### src/hdl/vis_pkg.sv
package vis_pkg;

   //-------------------------------------------------------------------------
   // word and lane geometry
   //-------------------------------------------------------------------------

   // one visibility word as the correlators hand it out
   localparam int DATA_W    = 24;

   // the host side is byte wide
   localparam int BYTE_W    = 8;

   // byte lanes per word address on the host bus, lane 3 is padding
   localparam int LANES     = 4;

   // low host address bits that pick the lane
   localparam int LANE_BITS = $clog2(LANES);

   //-------------------------------------------------------------------------
   // state encodings
   //-------------------------------------------------------------------------

   // prefetch engine
   //   PF_IDLE  : bus quiet, waiting for a start from the queue
   //   PF_REQ   : strobe out, walking addresses 0..WORDS-1
   //   PF_DONE  : last word being written, done pulse out
   typedef enum logic [1:0] {
      PF_IDLE = 2'd0,
      PF_REQ  = 2'd1,
      PF_DONE = 2'd2
   } pf_state_t;

   // readout buffer occupancy as the bank queue sees it
   //   BQ_EMPTY   : buffer free, a pending bank may be fetched
   //   BQ_FILLING : prefetch running into the buffer
   //   BQ_FULL    : bank complete, host may read it out
   typedef enum logic [1:0] {
      BQ_EMPTY   = 2'd0,
      BQ_FILLING = 2'd1,
      BQ_FULL    = 2'd2
   } bq_state_t;

endpackage

### src/hdl/vis_prefetch.sv
`timescale 1ns/1ps

module vis_prefetch #(
   parameter int WORDS = 576,                        // visibility words per bank
   parameter int ABITS = $clog2(WORDS)               // word address width
) (
   input  logic                        clk_i,
   input  logic                        rst_i,
   input  logic                        start_i,      // fetch one bank when the queue asks

   // correlator bus with this block as master
   output logic                        corr_cyc_o,
   output logic                        corr_stb_o,
   output logic [ABITS-1:0]            corr_adr_o,
   input  logic                        corr_ack_i,   // data valid in this cycle
   input  logic [vis_pkg::DATA_W-1:0]  corr_dat_i,

   // word write port into the readout buffer
   output logic                        wr_en_o,
   output logic [ABITS-1:0]            wr_adr_o,
   output logic [vis_pkg::DATA_W-1:0]  wr_dat_o,

   output logic                        done_o,       // one cycle pulse once the bank is in
   output logic [vis_pkg::DATA_W-1:0]  checksum_o    // xor of every word of the bank
);
   import vis_pkg::*;

   pf_state_t        state;
   logic [ABITS-1:0] adr;                            // word being requested
   logic             go;                             // accepted start
   logic             take;                           // acked word this cycle
   logic             last;                           // adr is the final word

   assign go   = start_i && (state == PF_IDLE);
   assign take = corr_stb_o && corr_ack_i;
   assign last = (adr == ABITS'(WORDS - 1));

   //-------------------------------------------------------------------------
   // bus side
   //-------------------------------------------------------------------------
   // cycle stays open while the final word drains into the buffer
   assign corr_cyc_o = (state != PF_IDLE);
   assign corr_stb_o = (state == PF_REQ);          // held through wait states
   assign corr_adr_o = adr;
   assign done_o     = (state == PF_DONE);

   always_ff @(posedge clk_i) begin
      if (rst_i) begin
         state <= PF_IDLE;
      end else begin
         case (state)
            PF_IDLE: begin
               if (go) begin
                  state <= PF_REQ;                   // strobe shows next cycle
               end
            end
            PF_REQ: begin
               if (take && last) begin
                  state <= PF_DONE;
               end
            end
            PF_DONE: state <= PF_IDLE;               // one cycle for the done pulse
            default: state <= PF_IDLE;
         endcase
      end
   end

   // address walks 0..WORDS-1 and moves only on an ack
   always_ff @(posedge clk_i) begin
      if (rst_i) begin
         adr <= '0;
      end else if (go) begin
         adr <= '0;
      end else if (take && !last) begin
         adr <= adr + ABITS'(1);
      end
   end

   //-------------------------------------------------------------------------
   // checksum over the bank
   //-------------------------------------------------------------------------
   always_ff @(posedge clk_i) begin
      if (rst_i) begin
         checksum_o <= '0;
      end else if (go) begin
         checksum_o <= '0;                           // fresh sum per bank
      end else if (take) begin
         checksum_o <= checksum_o ^ corr_dat_i;
      end
   end

   //-------------------------------------------------------------------------
   // buffer write port
   //-------------------------------------------------------------------------
   // every acked word is registered once and written a cycle later
   always_ff @(posedge clk_i) begin
      if (rst_i) begin
         wr_en_o <= 1'b0;
      end else begin
         wr_en_o <= take;
      end
   end

   always_ff @(posedge clk_i) begin
      if (take) begin
         wr_adr_o <= adr;
         wr_dat_o <= corr_dat_i;                     // only meaningful with wr_en_o
      end
   end

   //-------------------------------------------------------------------------
   // checks
   //-------------------------------------------------------------------------
   a_stb_cyc: assert property (@(posedge clk_i) disable iff (rst_i)
      corr_stb_o |-> corr_cyc_o)
      else $error("vis_prefetch: strobe without cycle");

   // the queue never starts a bank while one is in flight
   a_start_idle: assert property (@(posedge clk_i) disable iff (rst_i)
      start_i |-> (state == PF_IDLE))
      else $error("vis_prefetch: start while busy");

endmodule

### config.mk
export PLATFORM = sky130hd
export DESIGN_NAME = vis_prefetch
export DESIGN_NICKNAME = d
export VERILOG_FILES = /design/src/hdl/vis_pkg.sv /design/src/hdl/vis_prefetch.sv
export SDC_FILE = /design/constraint.sdc
export NUM_CORES = 1
export LEC_CHECK = 0
export BUFFER_PORTS_ARGS = -buffer_cell sky130_fd_sc_hd__buf_2
export CORE_ASPECT_RATIO = 0.5
export CORE_UTILIZATION = 48
export CTS_BUF_LIST = sky130_fd_sc_hd__clkbuf_16
export DETAILED_ROUTE_END_ITERATION = 12
export PLACE_DENSITY = 0.89
export SLEW_MARGIN = 0
export SYNTH_ARGS = -nofsm -noshare
export SYNTH_HDL_FRONTEND = slang
export SYNTH_SLANG_ARGS = --single-unit
### constraint.sdc
create_clock -name clk_i -period 2.57 [get_ports clk_i]
set_input_delay 0.771 -clock clk_i [delete_from_list [all_inputs] [get_ports clk_i]]
set_output_delay 0.771 -clock clk_i [all_outputs]
set_load 0.1 [all_outputs]
==> metrics.yaml <==
worst_setup_path:
  required_ns: 1.80
  rr_worst_depth: 4
  r2r_setup_slack_ns: 0.85
  worst-path-max-fanout: 6
  start_kind: "register"
  critPathKind: "register to output pin"
  timing.rr.end: "corr_adr_o[1]"
  reg2reg_from: "corr_adr_o[7]"
  critical_path_arrival_ns: 1.32
  cp-end-kind: "output pin"
place:
  port_buffers: 99
  dpl.hpwl_um: 3638
  pre_cts_slack_ns: 0.4309
  globalplace.congestion: 0.7757
timing:
  slew_headroom_pct: 61.80
  timing.fmax_mhz: 479.1
  finalSetupViolations: 0
  worst_slew_pin_slew_ns: 0.5678
  period_share_pct: 81.21
  rsz0062_at_grt: "no"
  skew_ns: 0.003792
  slew_violations: 0
  setup_slack_ns: 0.4829
  setup-tns-final_ns: 0
  finalHoldViolations: 0
  period_minus_slack_ns: 2.087
layout:
  multi_input_area_um2: 735.7
  area_delta_synth_final_pct: 32.43
  antenna_cells: 0
  nFillCells: 367
  fin_nets: 341
  layout_commonest_cell: "buf_2"
  drive_gt1_share_pct: 37.66
  seq_area_mm2: 0.001762
  layout_common_cells: "buf_2 (99), dfxtp_1 (37), nor2_1 (34), edfxtp_1 (34), nand2_1 (29)"
clock_tree:
  postCtsHoldBufs: 0
  tritoncts: "built"
  numCtsBuffers: 9
  clock-root-buffer: "clkbuf_16"
  post-cts-setup-buffer-count: 0
  htreeDepth: 3
  cts.path.max_buffers: 2
  clkLatencyLatePin_ns: 0.32
  cts_resized: 0
  clk_pin_slew_ns: 0.05
  cts.sinks: 71
run_status:
  outcome: "finished, final reports clean"
yosys:
  synth_seq_cells: 71
  synthCells: 206
  yosys_warnings: 0
  avgSynthCellArea_um2: 12.34
  syn-cell-area_mm2: 0.002542
  synth_top_area_cell: "edfxtp_1"
  synth_top_area_share_pct: 40.16
  ys_seq_area_share_pct: 69.29
  ys_top_cells_by_area: "edfxtp_1 (40%), dfxtp_1 (29%), xor2_1 (9.0%)"
  netlist-cell-type-count: 29
  synthesis.nets: 235
global_routing:
  grt_use_met1_pct: 20.98
  antenna_found_initial: 0
  globalRouteMet2Util_pct: 34.22
  use_met3_pct: 7.759
  grt.busiest_layer: "met2"
  grt_start_max_net_pins: 35
  grt_pass1_vias: 1698
  globalRoute.totalOverflow: 0
  grt_pass1_wl_um: 7845
  grt_usage_pct: 19.32
detailed_routing:
  routedWlPerCell_um: 13.68
  postRouteAntennaNets: 0
  drc_errors: 0
  routed_via_density: 4.829
  routed_wl_um: 5281
  drtIter0Drc: 83
  firstDrtPassIters: 4
  num_vias: 1864
floorplanning:
  start_util_pct: 50.85
  boundaryPins: 100
  die_h_um: 53.46
  dieArea_mm2: 0.005609
  die_x_um: 104.9
  core_mm2: 0.005000
  rows: 18
hold_path:
  worstHoldStart: "checksum_o[7]"
  hold_path_end: "checksum_o[7]"
  worstHoldPathCells: 2
  worstHoldPathType: "register to register"
power:
  pwr-share-clk_pct: 39.0
  peakVddDrop_uv: 423.5
  pwr-share-comb_pct: 14.3
  p_leak_uw: 0.001465
  sequentialPowerShare_pct: 46.7
  power_switching_uw: 743.2
  p_per_area_mw_per_mm2: 787.5
  intPower_uw: 1908
  swShare_pct: 28.03
flow_run:
  drv_cap: 0
==> layout make-up <==
type	count	share of cell area, %
Timing Repair Buffer	102	15.38
Inverter	4	0.4459
Clock buffer	9	6.689
Sequential cell	71	52.32
Clock inverter	6	0.7061
Tap cell	70	2.601
Multi-Input combinational cell	124	21.85
==> power by group through the flow <==
stage | sequential (µW) | clock, µW | combinational (µW)
after global placement | 1260 | 0 | 373
after global routing | 1240 | 1100 | 394
after detailed placement | 1260 | 0 | 380
after floorplan | 1490 | 0 | 73.3
final | 1240 | 1030 | 379
after CTS | 1240 | 1060 | 381
==> per-stage QoR <==
stage | hold WS [ns] | instances | power [µW] | area (µm²) | utilization [%]
6_report | 0.5053 | 386 | 2651 | 3367 | 67.34
5_1_grt | 0.5245 | 386 | 2738 | 3367 | 67.34
4_1_cts | 0.5103 | 386 | 2684 | 3367 | 67.34
3_5_place_dp | 0.4946 | 371 | 1640 | 3118 | 62.36
3_3_place_gp | 0.4669 | 371 | 1631 | 3118 | 62.36
2_1_floorplan | 0.4503 | 206 | 1566 | 2542 | -
==> critical path, stage by stage, from the launching register on <==
cell     delay, ns
dfxtp_1       0.42
nor2b_1       0.15
buf_2         0.43
==> worst max-delay path by stage <==
| stage | slack, ns | depth (start not counted) | startpoint | to |
|---|---|---|---|---|
| after floorplan | 0.06 | 1 | state[0] | corr_stb_o |
| after global placement | 0.59 | 7 | corr_ack_i | checksum_o[23] |
| after detailed placement | 0.43 | 7 | corr_ack_i | checksum_o[3] |
| after CTS | 0.47 | 2 | state[0] | corr_stb_o |
| after global routing | 0.42 | 2 | state[0] | corr_stb_o |
| final | 0.48 | 2 | state[0] | corr_stb_o |
==> layer usage <==
metal | routed length (µm) | part of all wire, % | vias up
met5 | 0 | 0 | -
met4 | 87 | 1.6 | 0
met3 | 204 | 3.9 | 8
met2 | 2796 | 53 | 49
met1 | 2193 | 42 | 900
li1 | - | - | 907
==> synthesized netlist by cell type <==
cell / count
nand3_2: 1
inv_1: 4
mux2i_1: 2
a21o_1: 1
dfxtp_1: 37
ha_1: 1
or2_2: 1
and3_1: 1
xnor2_1: 2
nand2_1: 29
clkbuf_1: 4
edfxtp_1: 34
a31o_2: 1
o31ai_4: 1
buf_2: 3
nand4_1: 1
or4b_4: 1
or3_1: 3
xor2_1: 26
nand3b_1: 1
o21ai_0: 2
nand3_1: 1
nor3_1: 2
nor4_1: 4
o311ai_2: 1
nor2b_1: 2
nor2_1: 34
a21oi_1: 5
o2111a_1: 1
==> sequential cells by signal (all words and copies together) (netlist names) <==
signal	cells
checksum_o	24
corr_adr_o	10
state	2
wr_adr_o	10
wr_dat_o	24
wr_en_o	1
==> kinds of logic (layout without fill, tap and decap cells) <==
logic type | Yosys count | after routing | share of synthesized area, %
AO/OA/AOI/OAI | 12 | 12 | 3.937
multiplexers | 2 | 2 | 0.7874
buffers and inverters | 11 | 121 | 1.771
adder cells (fa/ha/maj) | 1 | 1 | 0.4920
AND/OR/NAND/NOR | 81 | 81 | 14.07
XOR/XNOR | 28 | 28 | 9.646
flip-flops | 71 | 71 | 69.29
(Power assumes the default switching activity.)
