<file path="src/hdl/vis_pkg.sv">
package vis_pkg;

   //-------------------------------------------------------------------------
   // word and lane geometry
   //-------------------------------------------------------------------------

   // one visibility word as the correlators hand it out
   localparam int DATA_W    = 24;

   // the host side is byte wide
   localparam int BYTE_W    = 8;

   // byte lanes per word address on the host bus, lane 3 is padding
   localparam int LANES     = 4;

   // low host address bits that pick the lane
   localparam int LANE_BITS = $clog2(LANES);

   //-------------------------------------------------------------------------
   // state encodings
   //-------------------------------------------------------------------------

   // prefetch engine
   //   PF_IDLE  : bus quiet, waiting for a start from the queue
   //   PF_REQ   : strobe out, walking addresses 0..WORDS-1
   //   PF_DONE  : last word being written, done pulse out
   typedef enum logic [1:0] {
      PF_IDLE = 2'd0,
      PF_REQ  = 2'd1,
      PF_DONE = 2'd2
   } pf_state_t;

   // readout buffer occupancy as the bank queue sees it
   //   BQ_EMPTY   : buffer free, a pending bank may be fetched
   //   BQ_FILLING : prefetch running into the buffer
   //   BQ_FULL    : bank complete, host may read it out
   typedef enum logic [1:0] {
      BQ_EMPTY   = 2'd0,
      BQ_FILLING = 2'd1,
      BQ_FULL    = 2'd2
   } bq_state_t;

endpackage

</file>
<file path="src/hdl/vis_bank_queue.sv">
`timescale 1ns/1ps

module vis_bank_queue #(
   parameter int NBANK = 2               // banks that may wait for the buffer
) (
   input  logic clk_i,
   input  logic rst_i,
   input  logic switch_i,                // correlators finished a bank
   input  logic streamed_i,              // host is done with the buffer
   input  logic fetch_done_i,            // prefetch wrote the last word
   output logic fetch_start_o,           // one cycle pulse that kicks the prefetch
   output logic available_o,             // bank ready for the host
   output logic overflow_o               // sticky flag for a lost switch
);
   import vis_pkg::*;

   localparam int PBITS = $clog2(NBANK + 1);

   bq_state_t        state;
   logic [PBITS-1:0] pending;            // banks announced but not fetched
   logic             issue;              // start a fetch at this edge
   logic             accept;             // this switch gets a slot

   //-------------------------------------------------------------------------
   // decide when to fetch
   //-------------------------------------------------------------------------
   // only from an empty buffer, and not again while the start is still out
   assign issue  = (state == BQ_EMPTY) && (pending != '0) && !fetch_start_o;

   // a full queue still takes the switch when a fetch frees a slot this edge
   assign accept = switch_i && ((pending != PBITS'(NBANK)) || issue);

   always_ff @(posedge clk_i) begin
      if (rst_i) begin
         pending <= '0;
      end else begin
         case ({accept, issue})
            2'b10:   pending <= pending + PBITS'(1);   // new bank in
            2'b01:   pending <= pending - PBITS'(1);   // bank handed to prefetch
            default: pending <= pending;               // none, or both at once
         endcase
      end
   end

   always_ff @(posedge clk_i) begin
      if (rst_i) begin
         fetch_start_o <= 1'b0;
      end else begin
         fetch_start_o <= issue;                       // registered single pulse
      end
   end

   //-------------------------------------------------------------------------
   // buffer occupancy
   //-------------------------------------------------------------------------
   always_ff @(posedge clk_i) begin
      if (rst_i) begin
         state <= BQ_EMPTY;
      end else begin
         case (state)
            BQ_EMPTY:   if (fetch_start_o) state <= BQ_FILLING;
            BQ_FILLING: if (fetch_done_i)  state <= BQ_FULL;
            BQ_FULL:    if (streamed_i)    state <= BQ_EMPTY;   // host frees it
            default:    state <= BQ_EMPTY;
         endcase
      end
   end

   assign available_o = (state == BQ_FULL);

   // dropped switches are remembered until reset
   always_ff @(posedge clk_i) begin
      if (rst_i) begin
         overflow_o <= 1'b0;
      end else if (switch_i && !accept) begin
         overflow_o <= 1'b1;
      end
   end

   //-------------------------------------------------------------------------
   // checks
   //-------------------------------------------------------------------------
   // a fetch only starts from an empty buffer
   a_start_empty: assert property (@(posedge clk_i) disable iff (rst_i)
      fetch_start_o |-> (state == BQ_EMPTY))
      else $error("vis_bank_queue: fetch start outside BQ_EMPTY");

   // the prefetch only finishes a bank this queue asked for
   a_done_filling: assert property (@(posedge clk_i) disable iff (rst_i)
      fetch_done_i |-> (state == BQ_FILLING))
      else $error("vis_bank_queue: fetch done outside BQ_FILLING");

endmodule

</file>
<file path="config.mk">
export PLATFORM = sky130hd
export DESIGN_NAME = vis_bank_queue
export DESIGN_NICKNAME = d
export VERILOG_FILES = /design/src/hdl/vis_pkg.sv /design/src/hdl/vis_bank_queue.sv
export SDC_FILE = /design/constraint.sdc
export NUM_CORES = 1
export LEC_CHECK = 0
export ABC_AREA = 1
export BUFFER_PORTS_ARGS = -buffer_cell sky130_fd_sc_hd__buf_2
export CORE_AREA = 3 3 40 42
export CTS_CLUSTER_DIAMETER = 40
export CTS_CLUSTER_SIZE = 24
export DETAILED_ROUTE_END_ITERATION = 8
export DIE_AREA = 0 0 43 45
export GPL_TIMING_DRIVEN = 0
export SYNTH_ARGS = -nofsm -noshare
export SYNTH_HDL_FRONTEND = slang
export SYNTH_SLANG_ARGS = --single-unit
export TNS_END_PERCENT = 10
</file>
<file path="constraint.sdc">
create_clock -name clk_i -period 0.9 [get_ports clk_i]
set_input_delay 0.18 -clock clk_i [delete_from_list [all_inputs] [get_ports clk_i]]
set_output_delay 0.18 -clock clk_i [all_outputs]
set_load 0.03 [all_outputs]
</file>
==> qor.csv, run 1 <==
stage;metric;value;unit
outcome;outcome;complete, but fails checks;
outcome;failed_checks;setup timing;
routing;met3_length;75;µm
floorplan;rows;13;
worst_setup_path;reg2reg_depth;6;
worst_setup_path;critPathArrivalTime;0.86;ns
synth;synth.top_cells.by_count;inv_1 (9), nand2_1 (7), dfxtp_1 (6);
place;dp_hpwl;409;µm
clock_tree;cts_tree;built;
sta;finalHoldViolCount;0;
power;vdd.ir_drop.worst;0.949;mV
worst_setup_path;worstPathRequired;0.72;ns
grt;grt.total_usage;0.0826;
run;drv_cap;0;
sta;min_period_over_period;1.16;
synth;yosys.area_share.simple;0.402;
place;dp_slack;-0.116;ns
clock_tree;h-tree-depth;1;
synth;async_flop_share;0;
routing;routedWlPerCell;8.38;µm
sta;grt_setup_unrepaired;true;
worst_setup_path;cpMaxStageDelayCell;dfxtp_2;
grt;grt_pass1_vias;266;
worst_setup_path;cp.depth;3;
place;port_buffers;7;
synth;netlist_area;302;µm²
clock_tree;numCtsBuffers;3;
clock_tree;cts_hold_buf;0;
synth;syn-num-nets;47;
routing;m1WireLength;272;µm
worst_setup_path;cp_max_fo;2;
routing;drc;0;
power;leakage;0.196;nW
sta;max_freq;0.958;GHz
synth;synth_top_area_frac;0.398;
layout;diodes;0;
routing;vias_per_cell;4.16;
synth;synthAdderAreaFrac;0;
worst_setup_path;critical_path.endpoint_type;output pin;
layout;final_cell_count_no_fill;68;
synth;netlist_instances;42;
sta;setup_viol;3;
synth;ys_types;13;
synth;synth_largest_area_cell;dfxtp_1;
floorplan;die_w;43;µm
min_path;hold_path.class;primary input to flop;
place;dp_cells;64;
layout;fillers;141;
grt;grt_pass1_wl;1120;µm
worst_setup_path;critical-path-max-stage-delay;0.35;ns
sta;drv_slew;0;
floorplan;initial_core_util;0.235;
worst_setup_path;crit_chain;inv_2 -> nor2_4 -> buf_6;
synth;synth_most_common_cell;inv_1;
sta;finalWorstSetupSlack;-0.144;ns
sta;layout_min_cycle_time;1.04;ns
floorplan;dieHeight;45;µm
routing;antenna_left;0;
grt;grt_max_degree;7;
worst_setup_path;critical_path_class;flop to output pin;
min_path;hold_path_depth;2;
synth;synth-compound-area-share;0.0871;
layout;drive_gt1_frac;0.472;
floorplan;dieArea;1940;µm²
grt;antenna_found_initial;0;
clock_tree;clkSinkCount;6;
routing;first_pass_iters;4;
layout;nets;60;
sta;tightest_slew;0.128;ns
worst_setup_path;path_buf_inv;2;
routing;drt_iter0_markers;8;
worst_setup_path;worstSetupStartpointType;flop;
sta;finClkSkew;0.00241;ns
clock_tree;cts-root-buf;clkbuf_4;
clock_tree;clock_latency;0.25;ns
synth;ys_seq_area_frac;0.398;
layout;area_growth;39.0;%
synth;synth.area.top_cells;dfxtp_1 (40%), inv_1 (11%), nand2_1 (8.7%), a21oi_1 (6.6%), nand3_1 (6.6%);
synth;synth_edf_count;0;
synth;ys_seq_elements;6;
synth;syn_area_per_cell;7.18;µm²
synth;synth-main-ff-cell;dfxtp_1;
grt;grt-ovfl-total;0;
routing;totalWireLength;570;µm
clock_tree;clock_path_buffers;2;
place;globalplace.congestion;0.800;
routing;route.met2.wl;210;µm
synth;synth_top_family_by_area;simple AND/OR/NAND/NOR gates;
synth;muxShareOfSynthArea;0;
routing;top_layer;met4;
synth;synth_warnings;0;
floorplan;io_pins;8;
worst_setup_path;cpLargestDelayFamily;flip-flops;
power;powerDensity;1860;nW/µm²
power;totalPowerFinal;0.000780;W
floorplan;core;1280;µm²
synth;synth-xor-area-share;0;
sta;slew_headroom;0.914;
routing;vias;283;
clock_tree;clk_pin_slew;0.04;ns
[where the power goes]
| part | total (W) | switching (W) | leakage (nW) | internal [W] |
|---|---|---|---|---|
| Sequential | 0.000326 | 0.0000273 | 0.0515 | 0.000299 |
| Clock | 0.000250 | 0.0000992 | 0.0138 | 0.000151 |
| Combinational | 0.000204 | 0.000122 | 0.131 | 0.0000816 |
[cell type report]
class,instances,area [µm²],area share
well taps,15,18.8,0.0448
flip-flops and latches,6,128,0.304
repair buffers,8,61.3,0.146
clock buffers,3,22.5,0.0537
multi-input cells,27,155,0.370
inverters,9,33.8,0.0806
[final timing paths]
kind | startpoint | end | slack, ns
worst min register to register | overflow_o | overflow_o | 0.45
worst max-delay path | state[1] | available_o | -0.14
worst min-delay path | rst_i | overflow_o | 0.17
worst max register to register | state[0] | pending[1] | -0.08
[state kept, by name (all words and copies together) (netlist names)]
register,cells
fetch_start_o,1
overflow_o,1
pending,2
state,2
[what timing repair did]
action,CTS,global route
gates resized for setup,13,0
endpoints found under the setup margin,5,6
setup buffers,1,0
pin swaps,1,0
[metrics by stage]
| step | hold slack, ns | TNS [ns] | util | area, µm² |
|---|---|---|---|---|
| CTS | 0.168 | -0.286 | 0.326 | 419 |
| global route | 0.183 | -0.564 | 0.326 | 419 |
| detailed placement | 0.436 | -0.232 | 0.283 | 364 |
| global placement | 0.437 | -0.240 | 0.283 | 364 |
| finish | 0.170 | -0.274 | 0.326 | 419 |
| floorplan | 0.245 | -0.0937 | - | 310 |
[cells by family (layout without fill, tap and decap cells)]
logic type	Yosys count	in the layout
and+or+nand+nor	22	22
buffers and inverters	9	20
AOI/OAI and AO/OA	5	5
DFF	6	6
[cells in the final DEF (no fill, tap or decap), drive strengths merged]
| master | instances |
|---|---|
| buf | 8 |
| nor2 | 5 |
| nand2 | 9 |
| nand3 | 5 |
| clkbuf | 3 |
| inv | 9 |
| a31oi | 1 |
| nand3b | 1 |
| dfxtp | 6 |
| a21oi | 4 |
| nand4 | 2 |
[metal layers]
layer,global-route usage,vias up
li1,-,155
met1,0.102,114
met2,0.105,12
met3,0.0518,2
met4,0.0542,0
met5,0,-
No activity file was read; power rests on OpenSTA's default activity.
==> inputs of run 2 (changes only) <==
Settings changed: ABC_AREA 1 to not set, CORE_AREA 3 3 40 42 to 2 2 39 41, DIE_AREA 0 0 43 45 to 0 0 41 43.
==> run 2 against run 1 <==
The run still ends with setup timing left. Sequential share of layout area down 0.65 points. Worst hold slack worse by 0.041 ns. Combinational power down 36%. Clock-buffer cell count up 1. Via count down 11%. Fmax down 9.9%. Synthesized area down 6.6%. First-iteration DRC count down 100%. Sequential cell count unchanged. Clock skew up 0.0077 ns. Global-route usage about the same. Critical endpoint is now pending[1]. Largest power group unchanged. Highest routed layer is now met3.
==> qor.csv, run 2 <==
stage;metric;value;unit
outcome;outcome;complete, but fails checks;
outcome;failed_checks;setup timing;
routing;vias_per_cell;4.50;
synth;synth.area.top_cells;dfxtp_1 (43%), a2111oi_4 (9.8%), nand2b_1 (4.4%), nor4_2 (4.4%), and3_4 (4.0%);
power;leakage;0.161;nW
layout;area_growth;55.1;%
worst_setup_path;critical_path.endpoint_type;flop;
worst_setup_path;reg2reg_setup_slack;-0.26;ns
routing;drc;0;
floorplan;die_w;41;µm
min_path;worst_hold_path.endpoint;state[0];
grt;grt_pass1_vias;242;
layout;multi_input_area;184;µm²
power;powerDensity;1620;nW/µm²
sta;drv_slew;0;
clock_tree;numCtsBuffers;3;
synth;synth_most_common_cell;dfxtp_1;
synth;synth_top_area_frac;0.427;
routing;vias;252;
layout;nets;46;
worst_setup_path;critPathArrivalTime;1.30;ns
floorplan;io_pins;8;
clock_tree;clock_latency;0.25;ns
sta;layout_min_cycle_time;1.16;ns
grt;grt.busiest_layer;met2;
synth;syn-num-nets;31;
power;totalPowerFinal;0.000707;W
synth;async_flop_share;0;
place;dp_slack;-0.250;ns
layout;fillers;148;
place;dp_hpwl;392;µm
sta;final.setup.tns;-0.894;ns
synth;netlist_area;282;µm²
synth;synth.top_cells.by_count;dfxtp_1 (6), nor2_1 (3), nand2b_1 (2);
grt;antenna_found_initial;0;
sta;finalWorstSetupSlack;-0.259;ns
power;vdd.ir_drop.worst;0.654;mV
routing;first_pass_iters;1;
floorplan;dieArea;1760;µm²
layout;diodes;0;
power;p_int;0.000516;W
clock_tree;clock_path_buffers;2;
clock_tree;cts_tree;built;
worst_setup_path;worstReg2RegEnd;pending[1];
place;globalplace.congestion;0.728;
grt;grt_use_met3;0.0157;
sta;tightest_slew;0.236;ns
synth;ys_types;18;
grt;gr-usage-met2;0.125;
floorplan;core;1380;µm²
layout;top_regs;pending: 2 flops, state: 2 flops;
place;port_buffers;7;
power;combPwrFrac;0.183;
synth;synth_warnings;0;
worst_setup_path;rr_startpoint;fetch_start_o;
floorplan;initial_core_util;0.203;
power;clockPowerShare;0.388;
grt;grt_max_degree;7;
clock_tree;clk_pin_slew;0.05;ns
routing;totalWireLength;560;µm
sta;fin_hold_ws;0.130;ns
clock_tree;h-tree-depth;1;
synth;synth_largest_area_cell;dfxtp_1;
worst_setup_path;cp_max_fo;5;
worst_setup_path;reg2reg_depth;3;
power;p_sw_frac;0.270;
grt;grt_util_met1;0.0971;
power;p_switching;0.000191;W
min_path;hold_path.class;primary input to flop;
layout;drive_gt1_frac;0.575;
layout;post-route-util;0.316;
sta;min_period_over_period;1.29;
synth;synth-main-ff-cell;dfxtp_1;
routing;antenna_left;0;
grt;grt_pass1_wl;979;µm
synth;syn_area_per_cell;10.8;µm²
sta;finalHoldViolCount;0;
power;sequentialPowerShare;0.428;
worst_setup_path;critical_path_class;flop to flop;
sta;finClkSkew;0.0101;ns
sta;setup_viol;5;
worst_setup_path;worstSetupStartpointType;flop;
routing;drt_iter0_markers;0;
min_path;hold_start;fetch_done_i;
sta;grt_setup_unrepaired;true;
floorplan;rows;14;
min_path;hold_path_depth;2;
layout;regArea;130;µm²
grt;grt-ovfl-total;0;
clock_tree;clkSinkCount;6;
sta;max_freq;0.863;GHz
sta;slew_headroom;0.841;
synth;ys_seq_area_frac;0.427;
grt;grt.total_usage;0.0825;
synth;ys_seq_elements;6;
floorplan;dieHeight;43;µm
worst_setup_path;worstPathRequired;1.04;ns
routing;routedWlPerCell;10.0;µm
layout;final_cell_mix;buf_2 (4), buf_4 (4), nor2_1 (3), clkbuf_4 (3);
run;drv_cap;0;
clock_tree;cts-root-buf;clkbuf_4;
synth;synth_edf_count;0;
synth;netlist_instances;26;
[run 2: changes by cell type after synthesis, moves of 2 or more]
cell | before | now
inv_1 | 9 | 1
nand2_1 | 7 | 0
nand3_1 | 4 | 0
a21oi_1 | 4 | 1
nand2_2 | 2 | 0
nand2b_1 | 0 | 2
[run 2: logic make-up (layout without fill, tap and decap cells)]
| kind of cell | count (synthesis) | in the layout | share of synthesized area |
|---|---|---|---|
| muxes | 1 | 1 | 0.0356 |
| DFF | 6 | 6 | 0.427 |
| and+or+nand+nor | 10 | 10 | 0.244 |
| buffers and inverters | 1 | 15 | 0.0133 |
| AOI/OAI and AO/OA | 8 | 8 | 0.280 |
[run 2: power groups by stage]
stage	logic (W)	registers [W]	clock network, W
3_5_place_dp	0.0000893	0.000308	0
3_3_place_gp	0.0000879	0.000308	0
4_1_cts	0.000101	0.000302	0.000297
2_1_floorplan	0.0000550	0.000311	0
5_1_grt	0.000143	0.000307	0.000305
6_report	0.000130	0.000303	0.000275
[run 2: final cells by class]
type | count | share of cell area
flip-flops and latches | 6 | 0.298
inverters | 1 | 0.00860
repair buffers | 10 | 0.166
well taps | 16 | 0.0458
multi-input cells | 19 | 0.421
clock buffers | 4 | 0.0602
[run 2: stage by stage]
step                instance area, µm²  cells
global route                       437     56
global placement                   340     49
detailed placement                 340     49
CTS                                388     54
floorplan                          285     26
finish                             437     56
[run 2: worst max path at each step]
stage | from | endpoint | slack [ns] | cells past startpoint
3_5_place_dp | state[0] | pending[0] | -0.25 | 3
4_1_cts | state[0] | pending[1] | -0.27 | 3
2_1_floorplan | fetch_start_o | pending[1] | -0.24 | 3
5_1_grt | fetch_start_o | pending[1] | -0.31 | 3
6_report | fetch_start_o | pending[1] | -0.26 | 3
3_3_place_gp | state[0] | pending[1] | -0.25 | 3
[run 2: timing repair]
| action | in CTS | in global routing |
|---|---|---|
| pin swaps | 1 | 5 |
| hold buffers | 0 | 0 |
| endpoints found under the setup margin | 7 | 8 |
| resized for setup | 6 | 9 |
| setup buffers | 1 | 2 |
[run 2: per-layer routing]
metal  vias up  wire length (µm)  part of all wire
met2         4               287              0.51
met4         0                 0                 0
met3         0                23             0.041
met5         -                 0                 0
met1       120               249              0.44
li1        128                 -                 -
[run 2: worst max-delay path, cell delays in order, from the launching register on]
cell and delay, ns:
dfxtp_4 0.35, o31a_1 0.34, and3_4 0.19, a2111oi_4 0.16
==> inputs of run 3 (changes only) <==
Settings changed: BUFFER_PORTS_ARGS -buffer_cell sky130_fd_sc_hd__buf_2 to not set, DONT_BUFFER_PORTS set to 1.
Clock period 0.9 ns to 1.38 ns, I/O delays scaled along.
==> run 3 against run 2 <==
The flow now finishes without violations. Critical path depth fell by 2. Via count fell by 18%. Clock power decreased by 39%. Sequential share of layout area increased by 7.5 points. Non-clock buffer count shrank 10. Power fell by 42%. Cell count is 20% lower.
==> qor.csv, run 3 (synthesized netlist as in run 2, its figures left out) <==
stage;metric;value;unit
grt;grt_max_degree;8;
routing;antenna_left;0;
sta;max_freq;0.776;GHz
routing;routedWlPerCell;11.4;µm
place;dp_hpwl;390;µm
sta;drv_slew;0;
power;leakage;0.104;nW
clock_tree;cts_setup_buffers;0;
worst_setup_path;rr_startpoint;state[0];
place;port_buffers;0;
clock_tree;numCtsBuffers;3;
sta;layout_min_cycle_time;1.29;ns
sta;tightest_slew;0.306;ns
clock_tree;clock_path_buffers;2;
worst_setup_path;path_buf_inv;0;
layout;final_cell_mix;dfxtp_1 (5), nor2_1 (3), clkbuf_4 (3);
layout;nets;36;
layout;final_common_cell;dfxtp_1;
routing;vias_per_cell;4.60;
power;powerDensity;1270;nW/µm²
sta;grt_setup_unrepaired;false;
worst_setup_path;critPathArrivalTime;1.01;ns
routing;first_pass_iters;4;
routing;totalWireLength;512;µm
run;drv_cap;0;
grt;grt.total_usage;0.0825;
clock_tree;clock_latency;0.25;ns
worst_setup_path;cp_max_fo;7;
clock_tree;cts-root-buf;clkbuf_4;
routing;drt_iter0_markers;2;
clock_tree;cts_tree;built;
sta;min_period_over_period;0.933;
worst_setup_path;cpMaxStageDelayCell;and2b_1;
place;dp_slack;0.0546;ns
worst_setup_path;crit_chain;and2b_1;
outcome;outcome;completed;
clock_tree;h-tree-depth;1;
min_path;hold_start;rst_i;
grt;grt_pass1_vias;212;
floorplan;dieArea;1760;µm²
grt;antenna_found_initial;0;
grt;grt-ovfl-total;0;
worst_setup_path;critical_path.endpoint_type;output pin;
floorplan;dieHeight;43;µm
sta;final.setup.tns;0;ns
clock_tree;clk_pin_slew;0.05;ns
layout;fillers;146;
layout;area_growth;15.6;%
worst_setup_path;crit_start;state[0];
layout;top_regs;pending: 2 flops, state: 2 flops;
power;vdd.ir_drop.worst;0.534;mV
min_path;hold_path.class;primary input to flop;
worst_setup_path;critical-path-max-stage-delay;0.41;ns
routing;vias;207;
worst_setup_path;worstPathRequired;1.10;ns
routing;drc;0;
sta;finalWorstSetupSlack;0.0921;ns
sta;finalHoldViolCount;0;
floorplan;core;1380;µm²
clock_tree;ctsResizeCount;0;
sta;setup_viol;0;
layout;diodes;0;
layout;drive_gt1_frac;0.241;
worst_setup_path;worstSetupStartpointType;flop;
worst_setup_path;critical_path_class;flop to output pin;
clock_tree;clkSinkCount;6;
sta;slew_headroom;0.791;
worst_setup_path;cpLargestDelayFamily;simple AND/OR/NAND/NOR gates;
clock_tree;cts_hold_buf;0;
floorplan;io_pins;8;
place;globalplace.congestion;0.759;
floorplan;die_w;41;µm
floorplan;initial_core_util;0.203;
sta;finClkSkew;0.00998;ns
grt;grt_pass1_wl;897;µm
floorplan;rows;14;
-- run 3: cell types whose count changed in the layout (fill, tap and decap cells not counted), moves of 2 or more --
cell     delta
dfxtp_4     -2
buf_4       -4
buf_2       -4
buf_6       -2
dfxtp_1     +3
-- run 3: final timing paths --
kind                                       to  slack (ns)  cells after the start
worst max-delay path              available_o        0.09                      1
worst min-delay path               overflow_o        0.09                      1
worst max register to register     pending[1]        0.11                      3
worst min register to register  fetch_start_o        0.52                      1
-- run 3: metal layers --
layer	GRT usage	up-vias	routed length, µm
li1	-	105	-
met1	0.0841	92	205
met2	0.103	10	254
met3	0.0733	0	52
met4	0.0600	0	0
met5	0	-	0
-- run 3: per-stage QoR --
stage                      util  area [µm²]  hold WS (ns)  cells  total power, W
after global routing      0.235         325        0.0685     45        0.000440
after global placement    0.218         302         0.342     42        0.000245
final                     0.235         325        0.0889     45        0.000413
after CTS                 0.234         324        0.0839     45        0.000417
after detailed placement  0.218         302         0.343     42        0.000246
after floorplan               -         282         0.340     26        0.000239
-- run 3: area by class of cell --
type | count | area [µm²] | area share
flip-flops and latches | 6 | 121 | 0.373
inverters | 1 | 3.75 | 0.0115
clock buffers | 3 | 22.5 | 0.0692
well taps | 16 | 20.0 | 0.0615
multi-input cells | 19 | 158 | 0.485
-- run 3: worst register-to-register path: stages (launching register included) --
cell and delay, ns:
dfxtp_1 0.36, o31a_1 0.36, and3_4 0.20, a2111oi_4 0.24
-- run 3: power breakdown --
part           total [W]  switching, W  internal, W
Combinational  0.0000397     0.0000201    0.0000196
Sequential      0.000204     0.0000197     0.000184
Clock           0.000169     0.0000701    0.0000989
